[src/rw_gen_pkg.sv]
// Read/write generator shared widths, payload structs and controller states

package rw_gen_pkg;

    // --------------------
    // Widths
    // --------------------
    localparam int rw_addr_w        = 32;
    localparam int rw_data_w        = 32;
    localparam int rw_count_w       = 16;
    localparam int rw_outstanding_w = 8;

    // Top value of the outstanding-read counter
    localparam int rw_max_outstanding = 255;

    // --------------------
    // Run configuration
    // --------------------
    typedef enum logic [0:0] {
        rw_mode_read  = 1'b0,
        rw_mode_write = 1'b1
    } rw_mode_t;

    // Address of word n is base_address + n * stride
    typedef struct packed {
        rw_mode_t                mode;
        logic [rw_addr_w-1:0]    base_address;
        logic [rw_addr_w-1:0]    stride;
        logic [rw_count_w-1:0]   word_count;
    } rw_config_t;

    // --------------------
    // Memory side payloads
    // --------------------
    // Read requests carry zero data
    typedef struct packed {
        logic                    is_write;
        logic [rw_addr_w-1:0]    address;
        logic [rw_data_w-1:0]    data;
    } rw_mem_request_t;

    // Returned to the engine unchanged
    typedef struct packed {
        logic [rw_addr_w-1:0]    address;
        logic [rw_data_w-1:0]    data;
    } rw_mem_response_t;

    // --------------------
    // Controller FSM
    // --------------------
    // Setup, then busy while words are accepted, then drain until the run is complete
    typedef enum logic [2:0] {
        rw_ctrl_idle           = 3'd0,
        rw_ctrl_config_request = 3'd1,
        rw_ctrl_config_wait    = 3'd2,
        rw_ctrl_busy           = 3'd3,
        rw_ctrl_drain          = 3'd4
    } rw_ctrl_state_t;

endpackage : rw_gen_pkg

[src/rw_control.sv]
// Setup and run FSM that holds the configuration and strobes done at run end
`timescale 1ns/100ps

module rw_control import rw_gen_pkg::*; (
    input  logic                        ap_clk,
    input  logic                        areset_generator,
    input  logic                        descriptor_valid,
    input  logic                        config_valid,
    input  rw_config_t                  config_in,
    input  logic [rw_count_w-1:0]       issued_count,
    input  logic                        in_flight,
    input  logic [rw_outstanding_w-1:0] outstanding,
    output logic                        config_request,
    output logic                        active,
    output rw_config_t                  run_config,
    output logic                        clear,
    output logic                        busy,
    output logic                        done
);

    // --------------------
    // Signals
    // --------------------
    rw_ctrl_state_t state;
    rw_ctrl_state_t next_state;
    logic           config_accept;
    logic           all_issued;
    logic           run_complete;

    assign config_accept = (state == rw_ctrl_config_wait) && config_valid;

    // Issued count still holds the last run's value while clear is high
    assign all_issued = !clear && (issued_count == run_config.word_count);

    // Pipeline empty and in read mode every response back
    assign run_complete = !in_flight &&
                          ((run_config.mode == rw_mode_write) || (outstanding == '0));

    // --------------------
    // Next state
    // --------------------
    always_comb begin
        next_state = state;
        case (state)
            rw_ctrl_idle: begin
                if (descriptor_valid) begin
                    next_state = rw_ctrl_config_request;
                end
            end
            rw_ctrl_config_request: begin
                next_state = rw_ctrl_config_wait;
            end
            rw_ctrl_config_wait: begin
                if (config_valid) begin
                    next_state = rw_ctrl_busy;
                end
            end
            rw_ctrl_busy: begin
                if (all_issued) begin
                    next_state = rw_ctrl_drain;
                end
            end
            rw_ctrl_drain: begin
                if (run_complete) begin
                    next_state = rw_ctrl_idle;
                end
            end
            default: begin
                next_state = rw_ctrl_idle;
            end
        endcase
    end

    // --------------------
    // State and strobes
    // --------------------
    always_ff @(posedge ap_clk) begin
        if (areset_generator) begin
            state <= rw_ctrl_idle;
            clear <= 1'b0;
            done  <= 1'b0;
        end
        else begin
            state <= next_state;
            clear <= config_accept;
            done  <= (state == rw_ctrl_drain) && run_complete;
        end
    end

    // Held for the whole run
    always_ff @(posedge ap_clk) begin
        if (config_accept) begin
            run_config <= config_in;
        end
    end

    // Busy drops in the cycle that done rises
    assign config_request = (state == rw_ctrl_config_request);
    assign active         = (state == rw_ctrl_busy);
    assign busy           = (state == rw_ctrl_busy) || (state == rw_ctrl_drain);

    // A new setup never starts in the cycle a run finishes
    assert property (@(posedge ap_clk) disable iff (areset_generator)
        !(done && config_request));

endmodule : rw_control

[src/rw_generator_top.sv]
// Read/write request generator for one engine lane
`timescale 1ns/100ps

module rw_generator_top import rw_gen_pkg::*; (
    input  logic                 ap_clk,
    input  logic                 areset_generator,
    input  logic                 descriptor_valid,
    output logic                 config_request,
    input  logic                 config_valid,
    input  rw_config_t           config_in,
    input  logic                 engine_valid,
    input  logic [rw_data_w-1:0] engine_data,
    output logic                 mem_request_valid,
    output rw_mem_request_t      mem_request,
    input  logic                 mem_response_valid,
    input  rw_mem_response_t     mem_response,
    output logic                 engine_response_valid,
    output rw_mem_response_t     engine_response,
    output logic                 busy,
    output logic                 done
);

    // --------------------
    // Internal wires
    // --------------------
    logic                        active;
    rw_config_t                  run_config;
    logic                        clear;
    logic [rw_count_w-1:0]       issued_count;
    logic                        in_flight;
    logic [rw_outstanding_w-1:0] outstanding;
    logic                        read_issued;

    // Only reads expect a response
    assign read_issued = mem_request_valid && !mem_request.is_write;

    rw_control control_i (
        .ap_clk           (ap_clk),
        .areset_generator (areset_generator),
        .descriptor_valid (descriptor_valid),
        .config_valid     (config_valid),
        .config_in        (config_in),
        .issued_count     (issued_count),
        .in_flight        (in_flight),
        .outstanding      (outstanding),
        .config_request   (config_request),
        .active           (active),
        .run_config       (run_config),
        .clear            (clear),
        .busy             (busy),
        .done             (done)
    );

    rw_request_gen request_gen_i (
        .ap_clk           (ap_clk),
        .areset_generator (areset_generator),
        .active           (active),
        .run_config       (run_config),
        .clear            (clear),
        .engine_valid     (engine_valid),
        .engine_data      (engine_data),
        .request_valid    (mem_request_valid),
        .request          (mem_request),
        .issued_count     (issued_count),
        .in_flight        (in_flight)
    );

    rw_response_return response_return_i (
        .ap_clk                (ap_clk),
        .areset_generator      (areset_generator),
        .read_issued           (read_issued),
        .mem_response_valid    (mem_response_valid),
        .mem_response          (mem_response),
        .engine_response_valid (engine_response_valid),
        .engine_response       (engine_response),
        .outstanding           (outstanding)
    );

endmodule : rw_generator_top

[src/rw_request_gen.sv]
// Request generation pipeline that turns engine words into addressed memory requests
`timescale 1ns/100ps

module rw_request_gen import rw_gen_pkg::*; (
    input  logic                  ap_clk,
    input  logic                  areset_generator,
    input  logic                  active,
    input  rw_config_t            run_config,
    input  logic                  clear,
    input  logic                  engine_valid,
    input  logic [rw_data_w-1:0]  engine_data,
    output logic                  request_valid,
    output rw_mem_request_t       request,
    output logic [rw_count_w-1:0] issued_count,
    output logic                  in_flight
);

    // --------------------
    // Signals
    // --------------------
    logic [rw_count_w-1:0] accepted_count;
    logic [rw_count_w-1:0] seq_now;
    logic                  accept;

    logic                  s1_valid;
    logic [rw_count_w-1:0] s1_seq;
    logic [rw_data_w-1:0]  s1_data;

    logic                  s2_is_write;
    logic [rw_addr_w-1:0]  s2_address;
    logic [rw_data_w-1:0]  s2_data;

    // --------------------
    // Stage one
    // --------------------
    // A clear in the same cycle as a word restarts the sequence at zero
    assign seq_now = clear ? '0 : accepted_count;

    // Words past word_count are dropped here
    assign accept = engine_valid && active && (seq_now < run_config.word_count);

    always_ff @(posedge ap_clk) begin
        if (areset_generator) begin
            accepted_count <= '0;
            s1_valid       <= 1'b0;
        end
        else begin
            s1_valid <= accept;
            if (accept) begin
                accepted_count <= seq_now + 1'b1;
            end
            else if (clear) begin
                accepted_count <= '0;
            end
        end
    end

    always_ff @(posedge ap_clk) begin
        if (accept) begin
            s1_seq  <= seq_now;
            s1_data <= engine_data;
        end
    end

    // --------------------
    // Stage two
    // --------------------
    assign s2_is_write = (run_config.mode == rw_mode_write);
    assign s2_address  = run_config.base_address + rw_addr_w'(s1_seq) * run_config.stride;
    assign s2_data     = s2_is_write ? s1_data : '0;

    always_ff @(posedge ap_clk) begin
        if (areset_generator) begin
            request_valid <= 1'b0;
            issued_count  <= '0;
        end
        else begin
            request_valid <= s1_valid;
            if (clear) begin
                issued_count <= '0;
            end
            else if (s1_valid) begin
                issued_count <= issued_count + 1'b1;
            end
        end
    end

    always_ff @(posedge ap_clk) begin
        if (s1_valid) begin
            request.is_write <= s2_is_write;
            request.address  <= s2_address;
            request.data     <= s2_data;
        end
    end

    // Either stage still holds a word
    assign in_flight = s1_valid || request_valid;

    // No request leaves without the controller having opened the run
    assert property (@(posedge ap_clk) disable iff (areset_generator)
        request_valid |-> $past(active, 2));

endmodule : rw_request_gen

[src/rw_response_return.sv]
// Response return path with one register stage and outstanding-read tracking
`timescale 1ns/100ps

module rw_response_return import rw_gen_pkg::*; (
    input  logic                        ap_clk,
    input  logic                        areset_generator,
    input  logic                        read_issued,
    input  logic                        mem_response_valid,
    input  rw_mem_response_t            mem_response,
    output logic                        engine_response_valid,
    output rw_mem_response_t            engine_response,
    output logic [rw_outstanding_w-1:0] outstanding
);

    // --------------------
    // Engine side register
    // --------------------
    always_ff @(posedge ap_clk) begin
        if (areset_generator) begin
            engine_response_valid <= 1'b0;
        end
        else begin
            engine_response_valid <= mem_response_valid;
        end
    end

    always_ff @(posedge ap_clk) begin
        if (mem_response_valid) begin
            engine_response <= mem_response;
        end
    end

    // --------------------
    // Outstanding reads
    // --------------------
    // Read out and response back in one cycle cancel out
    always_ff @(posedge ap_clk) begin
        if (areset_generator) begin
            outstanding <= '0;
        end
        else begin
            case ({read_issued, mem_response_valid})
                2'b10:   outstanding <= outstanding + 1'b1;
                2'b01:   outstanding <= outstanding - 1'b1;
                default: outstanding <= outstanding;
            endcase
        end
    end

    // Memory must only answer reads this lane has issued
    assert property (@(posedge ap_clk) disable iff (areset_generator)
        mem_response_valid |-> (outstanding != '0));

    // Counter must not wrap past its top value
    assert property (@(posedge ap_clk) disable iff (areset_generator)
        (outstanding == rw_outstanding_w'(rw_max_outstanding))
            |-> !(read_issued && !mem_response_valid));

endmodule : rw_response_return

[config.mk]
export PLATFORM = sky130hd
export DESIGN_NAME = rw_generator_top
export DESIGN_NICKNAME = d
export VERILOG_FILES = /design/src/rw_gen_pkg.sv /design/src/rw_control.sv /design/src/rw_generator_top.sv /design/src/rw_request_gen.sv /design/src/rw_response_return.sv
export SDC_FILE = /design/constraint.sdc
export NUM_CORES = 1
export LEC_CHECK = 0
export BUFFER_PORTS_ARGS = -buffer_cell sky130_fd_sc_hd__buf_4
export CAP_MARGIN = 20
export CORE_MARGIN = 8
export CORE_UTILIZATION = 60
export DETAILED_ROUTE_END_ITERATION = 7
export GPL_TIMING_DRIVEN = 0
export PLACE_DENSITY_LB_ADDON = 0.3
export SYNTH_ARGS = -nofsm -noshare
export SYNTH_HDL_FRONTEND = slang
export SYNTH_HIERARCHICAL = 1
export SYNTH_SLANG_ARGS = --single-unit
export TNS_END_PERCENT = 100
[constraint.sdc]
create_clock -name ap_clk -period 7.6 [get_ports ap_clk]
set_clock_uncertainty 0.05 [all_clocks]
set_input_delay 0 -clock ap_clk [delete_from_list [all_inputs] [get_ports ap_clk]]
set_output_delay 0 -clock ap_clk [all_outputs]
set_load 0.005 [all_outputs]
### Word level (Yosys, flattened, before mapping)

Index checks and enable logic that the tools add are counted.

* output and inout port bits: 134
* register bits: 306
* input bits: 183
* word-level logic and storage cells: 64

* mux-type cells: 8
* multipliers: 1
* equal/unequal tests: 11
* $lt $le $gt $ge: 1
* reductions and logical operators: 18
* $add $sub $neg: 5

Operator list (count)
* adder 16 x 1 -> 16 bit (second input constant): 2
* adder 32 bit: 1
* multiplier 16 x 32 -> 32 bit: 1
* two-way mux 16 bit: 2
* == test 16 bit: 1
* < comparator 16 bit: 1
* one-hot mux 8 bit (2 select lines): 1
* one-hot mux 3 bit (5 select lines): 1
* two-way mux 3 bit: 4
* adder 8 x 1 -> 8 bit (second input constant): 1
* logical NOT 8 bit: 1
* subtractor 8 x 1 -> 8 bit (second input constant): 1
* logical AND 1 bit: 7
* == test 3 x 2 -> 1 bit (second input constant): 2
* != test 2 bit (second input constant): 3
* AND reduction 4 bit: 1
* == test 3 x 1 -> 1 bit (second input constant): 1
* == test 3 bit (second input constant): 1
* logical NOT 1 bit: 3
* logical NOT 3 bit: 1
* logical OR 1 bit: 3
* == test 2 x 1 -> 1 bit (second input constant): 1
* == test 2 bit (second input constant): 1
* != test 2 x 1 -> 1 bit (second input constant): 1
* other kinds (2): 2

### Logic depth before layout (Yosys ltp)

* depth after elaboration: 5
* mapped depth: 24
* mapped depth without buffers: 22

### By module

The synthesis kept the hierarchy.

By module, submodules not included
* rw_request_gen: area each 18192.4 um2, cells each 1901, instances 1, seq. area each 4073.9 um2
* rw_control: area each 2905.3 um2, cells each 138, instances 1, seq. area each 2532.4 um2
* rw_response_return: area each 2762.6 um2, cells each 168, instances 1, seq. area each 2102.0 um2
* rw_generator_top: area each 13.8 um2, cells each 1, instances 1, seq. area each 0.0 um2

### Least setup slack after synthesis

No wires, ideal clock.

* kind: flip-flop to flip-flop
* start point: reg request_gen_i.s1_seq[2]
* end point: reg request_gen_i/request[63] (netlist bit) (data pin)
* cell stages (with the launch flop): 23
* period minus slack after synthesis: 6.076 ns
* path slack: 1.524 ns
* setup time: 0.261 ns
* arrival: 5.765 ns
* buffers on the path: 2
* data required time: 7.289 ns
* cells stage by stage: edfxtp_1 clkbuf_1 clkbuf_1 nand2_1 fa_1 inv_1 fa_1 inv_1 fa_1 inv_1 fa_1 fa_1 inv_1 fa_1 inv_1 ha_1 or2_2 o311ai_0 a21oi_1 or3_1 o21ai_0 o21ai_0 xnor2_1

* word-level cells in the longest chain between the ends: 2

RTL lines
* start: declaration: line rw_request_gen.sv:26 `logic [rw_count_w-1:0] s1_seq;`
* start signal: assignment: line rw_request_gen.sv:60 `s1_seq <= seq_now;`
* multiplier 16 x 32 -> 32 bit: line rw_request_gen.sv:69 `assign s2_address = run_config.base_address + rw_addr_w'(s1_seq) * run_config.stride;`
* adder 32 bit: line rw_request_gen.sv:69
* net request_gen_i.s2_address[31]: line rw_request_gen.sv:30 `logic [rw_addr_w-1:0] s2_address;`
* end: declaration: line rw_request_gen.sv:13 `output rw_mem_request_t request,`

The timed path passes the listed nets, and every way through them passes these cells.
A chain may end at the register's enable or synchronous reset.

### Final worst setup path

* start point: reg request_gen_i.s1_seq[7]
* end point: reg request_gen_i/request[63] (netlist bit) (data pin)

Same word-level chain as after synthesis.

==> insert_results.sql <==
INSERT INTO impl_metrics (metric_group, metric, value, unit) VALUES
('sta', 'setup_viol_count_final', '0', ''),
('logic_synthesis', 'ys_warn_count', '6', ''),
('detailed_routing', 'drt-pass1-iter-count', '5', ''),
('setup_path', 'worst-path-max-fanout', '10', ''),
('placement', 'io_buffers', '316', ''),
('placement', 'gp_congestion', '0.938', ''),
('detailed_routing', 'vias', '18015', ''),
('cts', 'clock_sink_count', '306', ''),
('placement', 'dp.final_hpwl', '48000', 'um'),
('detailed_routing', 'postRouteWirelength', '69100', 'um'),
('finish', 'final_nets', '3347', ''),
('detailed_routing', 'wl_met2', '35100', 'um'),
('hold_path', 'holdCritPathClass', 'in2reg', ''),
('power_and_ir_drop', 'leakage', '13.4', 'nW'),
('grt', 'grt_util_all_layers', '0.299', ''),
('logic_synthesis', 'netlist_area', '23900', 'um^2'),
('sta', 'worst_slew_margin_rel', '0.411', ''),
('logic_synthesis', 'synth_cell_type_count', '73', ''),
('sta', 'worst_pin_slew', '0.883', 'ns'),
('logic_synthesis', 'sequential_element_share_of_the_synthesized_area', '0.365', ''),
('die', 'die_w', '215', 'um'),
('detailed_routing', 'top_signal_layer_used', 'met4', ''),
('die', 'fp.dieH', '215', 'um'),
('die', 'floorplan.die_area', '46400', 'um^2'),
('grt', 'grt_first_pass_wirelength', '109000', 'um'),
('logic_synthesis', 'syn_inst', '2208', ''),
('setup_path', 'critPathArrivalTime', '7.56', 'ns'),
('detailed_routing', 'route.detailed.wl_per_inst', '21.0', 'um'),
('sta', 'setup_repair_after_global_routing_missed_its_margin', 'false', ''),
('sta', 'finalCritPeriodShare', '0.958', ''),
('logic_synthesis', 'synth_flop_cell', 'sky130_fd_sc_hd__edfxtp_1', ''),
('cts', 'cell_at_the_root_of_the_clock_tree', 'sky130_fd_sc_hd__clkbuf_16', ''),
('logic_synthesis', 'ys_ff_latch', '306', ''),
('power_and_ir_drop', 'total_design_power', '6.17', 'mW'),
('detailed_routing', 'drt-met1-wl', '24600', 'um'),
('sta', 'timing.fmax', '137', 'MHz'),
('placement', 'post-place-cells', '3053', ''),
('sta', 'fin_crit', '7.28', 'ns'),
('setup_path', 'start_kind', 'register', ''),
('detailed_routing', 'met3WireLength', '6380', 'um'),
('cts', 'clkLatencyLatePin', '0.58', 'ns'),
('logic_synthesis', 'synthesis.nets', '2813', ''),
('setup_path', 'timing.critical_path.required', '7.87', 'ns'),
('cts', 'cts.htree.levels', '2', ''),
('logic_synthesis', 'synth_area_leader_cell', 'sky130_fd_sc_hd__edfxtp_1', ''),
('cts', 'clk_transition_reported_paths', '0.07', 'ns'),
('detailed_routing', 'route.detailed.vias_per_inst', '5.47', ''),
('status', 'status', 'completed', ''),
('die', 'design.core.area', '39500', 'um^2'),
('grt', 'vias_in_the_first_global_route', '20182', ''),
('grt', 'grt_max_degree', '68', ''),
('grt', 'gr-total-overflow', '0', ''),
('detailed_routing', 'detail_route.drc_violations', '0', ''),
('logic_synthesis', 'yosys-top-cells-area', 'sky130_fd_sc_hd__edfxtp_1 (32%), sky130_fd_sc_hd__fa_1 (28%), sky130_fd_sc_hd__inv_1 (7.5%)', ''),
('logic_synthesis', 'postSynthAreaPerCell', '10.8', 'um^2'),
('sta', 'report.final.slew_viol_count', '0', ''),
('power_and_ir_drop', 'power.ir.vdd_worst', '210', 'uV'),
('cts', 'cts_max_path_buffers', '3', ''),
('die', 'effective_utilization_at_floorplan', '0.604', ''),
('detailed_routing', 'dr.first_iter.drc_count', '1757', ''),
('flow_run', 'timing.max_cap.violations', '0', ''),
('logic_synthesis', 'yosysTopAreaCellShare', '0.325', ''),
('cts', 'cts_inserted_buffers', '34', ''),
('sta', 'tns', '0', 'ns'),
('finish', 'flow.area_growth_from_synthesis', '25.6', '%'),
('finish', 'post_route_cells_drive_above_1_share', '0.150', ''),
('finish', 'finish.cell_count_without_fillers', '3293', ''),
('setup_path', 'worstSetupPathType', 'reg2reg', ''),
('logic_synthesis', 'synth_edf_count', '258', ''),
('cts', 'post-cts-setup-buffer-count', '0', ''),
('logic_synthesis', 'ys_async_rst_share', '0', ''),
('detailed_routing', 'drtAntennaViolNets', '0', ''),
('power_and_ir_drop', 'power_density', '206', 'nW/um^2'),
('die', 'ioPinCount', '317', ''),
('grt', 'grt_antenna_before_repair', '2', ''),
('cts', 'cts_tree', 'yes', ''),
('sta', 'hold_violations', '0', ''),
('setup_path', 'crit_path_end_kind', 'register', ''),
('die', 'placement_rows', '73', '');
[synth_stat cells (all sizes together), types with 6 or more instances]
master,n
nor2,61
xnor2,62
mux2,9
nand2b,7
o21a,14
edfxtp,258
ha,88
fa,334
or3,12
nand3,24
o21bai,9
and2,168
a21oi,40
nor2b,28
a21o,13
nor3,16
or2,7
clkbuf,77
nand4,13
or4,9
xor2,27
o21ai,25
nand2,292
buf,8
inv,480
and3,6
dfxtp,48
[worst paths after layout]
kind / endpoint / slack [ns] / cells past startpoint / startpoint
max: request_gen_i/request[63] / 0.32 / 21 / request_gen_i/s1_seq[7]
min: response_return_i/engine_response[23] / 0.04 / 1 / mem_response_valid
max reg2reg: request_gen_i/request[63] / 0.32 / 21 / request_gen_i/s1_seq[7]
min reg2reg: request_gen_i/request[21] / 0.48 / 1 / request_gen_i/s1_data[21]
[cell families (layout without fill, tap and decap cells)]
| group | after synthesis | in the layout | synth area share |
|---|---|---|---|
| mux | 11 | 11 | 0.00508 |
| buf+inv | 565 | 1123 | 0.0898 |
| other cells | 0 | 2 | 0 |
| xor+xnor | 89 | 89 | 0.0327 |
| compound gates | 147 | 147 | 0.0417 |
| fa+ha+maj | 422 | 422 | 0.326 |
| simple gates | 668 | 668 | 0.140 |
| flops | 306 | 306 | 0.365 |
[sequential cells by signal, summed over array words and instances, names as in the netlist, 3 cells and up]
register and cells:
control_i/run_config 81, control_i/state 3, request_gen_i/s1_data 32, response_return_i/engine_response 64
request_gen_i/request 65, request_gen_i/accepted_count 16, response_return_i/outstanding 8, request_gen_i/issued_count 16
request_gen_i/s1_seq 16
[where the power goes]
group | internal, mW | switching [mW] | total, mW
Sequential | 2.00 | 0.0496 | 2.05
Clock | 0.995 | 0.741 | 1.74
Combinational | 1.06 | 1.33 | 2.39
[critical path, stage by stage, from the launching register on]
cell and delay (ns):
sky130_fd_sc_hd__edfxtp_1 0.60, sky130_fd_sc_hd__clkbuf_1 0.51, sky130_fd_sc_hd__nand2_1 0.16, sky130_fd_sc_hd__fa_1 0.56
sky130_fd_sc_hd__inv_1 0.05, sky130_fd_sc_hd__fa_1 0.49, sky130_fd_sc_hd__fa_1 0.60, sky130_fd_sc_hd__fa_1 0.45
sky130_fd_sc_hd__fa_1 0.50, sky130_fd_sc_hd__inv_1 0.05, sky130_fd_sc_hd__fa_1 0.47, sky130_fd_sc_hd__inv_1 0.04
sky130_fd_sc_hd__ha_1 0.27, sky130_fd_sc_hd__clkbuf_1 0.18, sky130_fd_sc_hd__a21oi_1 0.21, sky130_fd_sc_hd__o21ai_0 0.11
sky130_fd_sc_hd__o311ai_0 0.40, sky130_fd_sc_hd__a21oi_1 0.16, sky130_fd_sc_hd__or3_1 0.33, sky130_fd_sc_hd__o21ai_0 0.48
sky130_fd_sc_hd__o21ai_0 0.22, sky130_fd_sc_hd__xnor2_1 0.16
[what timing repair did]
action	in CTS	in global routing
endpoints found under the setup margin	1	3
hold endpoints to repair	190	0
gates resized for setup	1	14
hold buffers	181	0
[final cells by class]
type	instances	area (um^2)
fillers	2503	9570
inverters	480	1800
repair buffers	501	4270
plain buffers	82	345
flip-flops and latches	306	8710
clock inverters	19	251
well taps	525	657
diodes	2	5.00
clock buffers	41	897
multi-input cells	1337	13000
[stage by stage]
stage	instance area (um^2)	hold slack (ns)	setup WS, ns	util
floorplan	23900	0.0286	1.52	-
global placement	26900	0.128	0.0824	0.680
detailed placement	27000	0.129	-0.0333	0.683
CTS	30000	0.0114	0.0466	0.758
global route	30000	0.0386	0.00455	0.758
finish	30000	0.0356	0.316	0.758
[layout by cell type, fill, tap and decap left out, types with 5 or more instances in the layout]
master,instances
sky130_fd_sc_hd__a21o_1,13
sky130_fd_sc_hd__a21oi_1,40
sky130_fd_sc_hd__and2_1,168
sky130_fd_sc_hd__and3_1,6
sky130_fd_sc_hd__buf_4,318
sky130_fd_sc_hd__clkbuf_1,71
sky130_fd_sc_hd__clkbuf_16,34
sky130_fd_sc_hd__clkbuf_2,6
sky130_fd_sc_hd__clkinv_2,6
sky130_fd_sc_hd__dfxtp_1,47
sky130_fd_sc_hd__dlygate4sd3_1,181
sky130_fd_sc_hd__edfxtp_1,258
sky130_fd_sc_hd__fa_1,334
sky130_fd_sc_hd__ha_1,88
sky130_fd_sc_hd__inv_1,480
sky130_fd_sc_hd__mux2_2,7
sky130_fd_sc_hd__nand2_1,292
sky130_fd_sc_hd__nand2b_1,7
sky130_fd_sc_hd__nand3_1,24
sky130_fd_sc_hd__nand3b_1,5
sky130_fd_sc_hd__nand4_1,13
sky130_fd_sc_hd__nand4b_1,5
sky130_fd_sc_hd__nor2_1,59
sky130_fd_sc_hd__nor2b_1,27
sky130_fd_sc_hd__nor3_1,16
sky130_fd_sc_hd__o21a_1,14
sky130_fd_sc_hd__o21ai_0,23
sky130_fd_sc_hd__o21bai_1,9
sky130_fd_sc_hd__o31ai_1,5
sky130_fd_sc_hd__or2_2,7
sky130_fd_sc_hd__or3_1,12
sky130_fd_sc_hd__or4_1,7
sky130_fd_sc_hd__xnor2_1,62
sky130_fd_sc_hd__xor2_1,27
[routing by layer]
metal / GRT usage / up-vias
met2: 0.530 / 950
met5: 0 / -
met3: 0.0698 / 223
met1: 0.338 / 8954
met4: 0.140 / 0
li1: - / 7888
(Power assumes the default switching activity.)
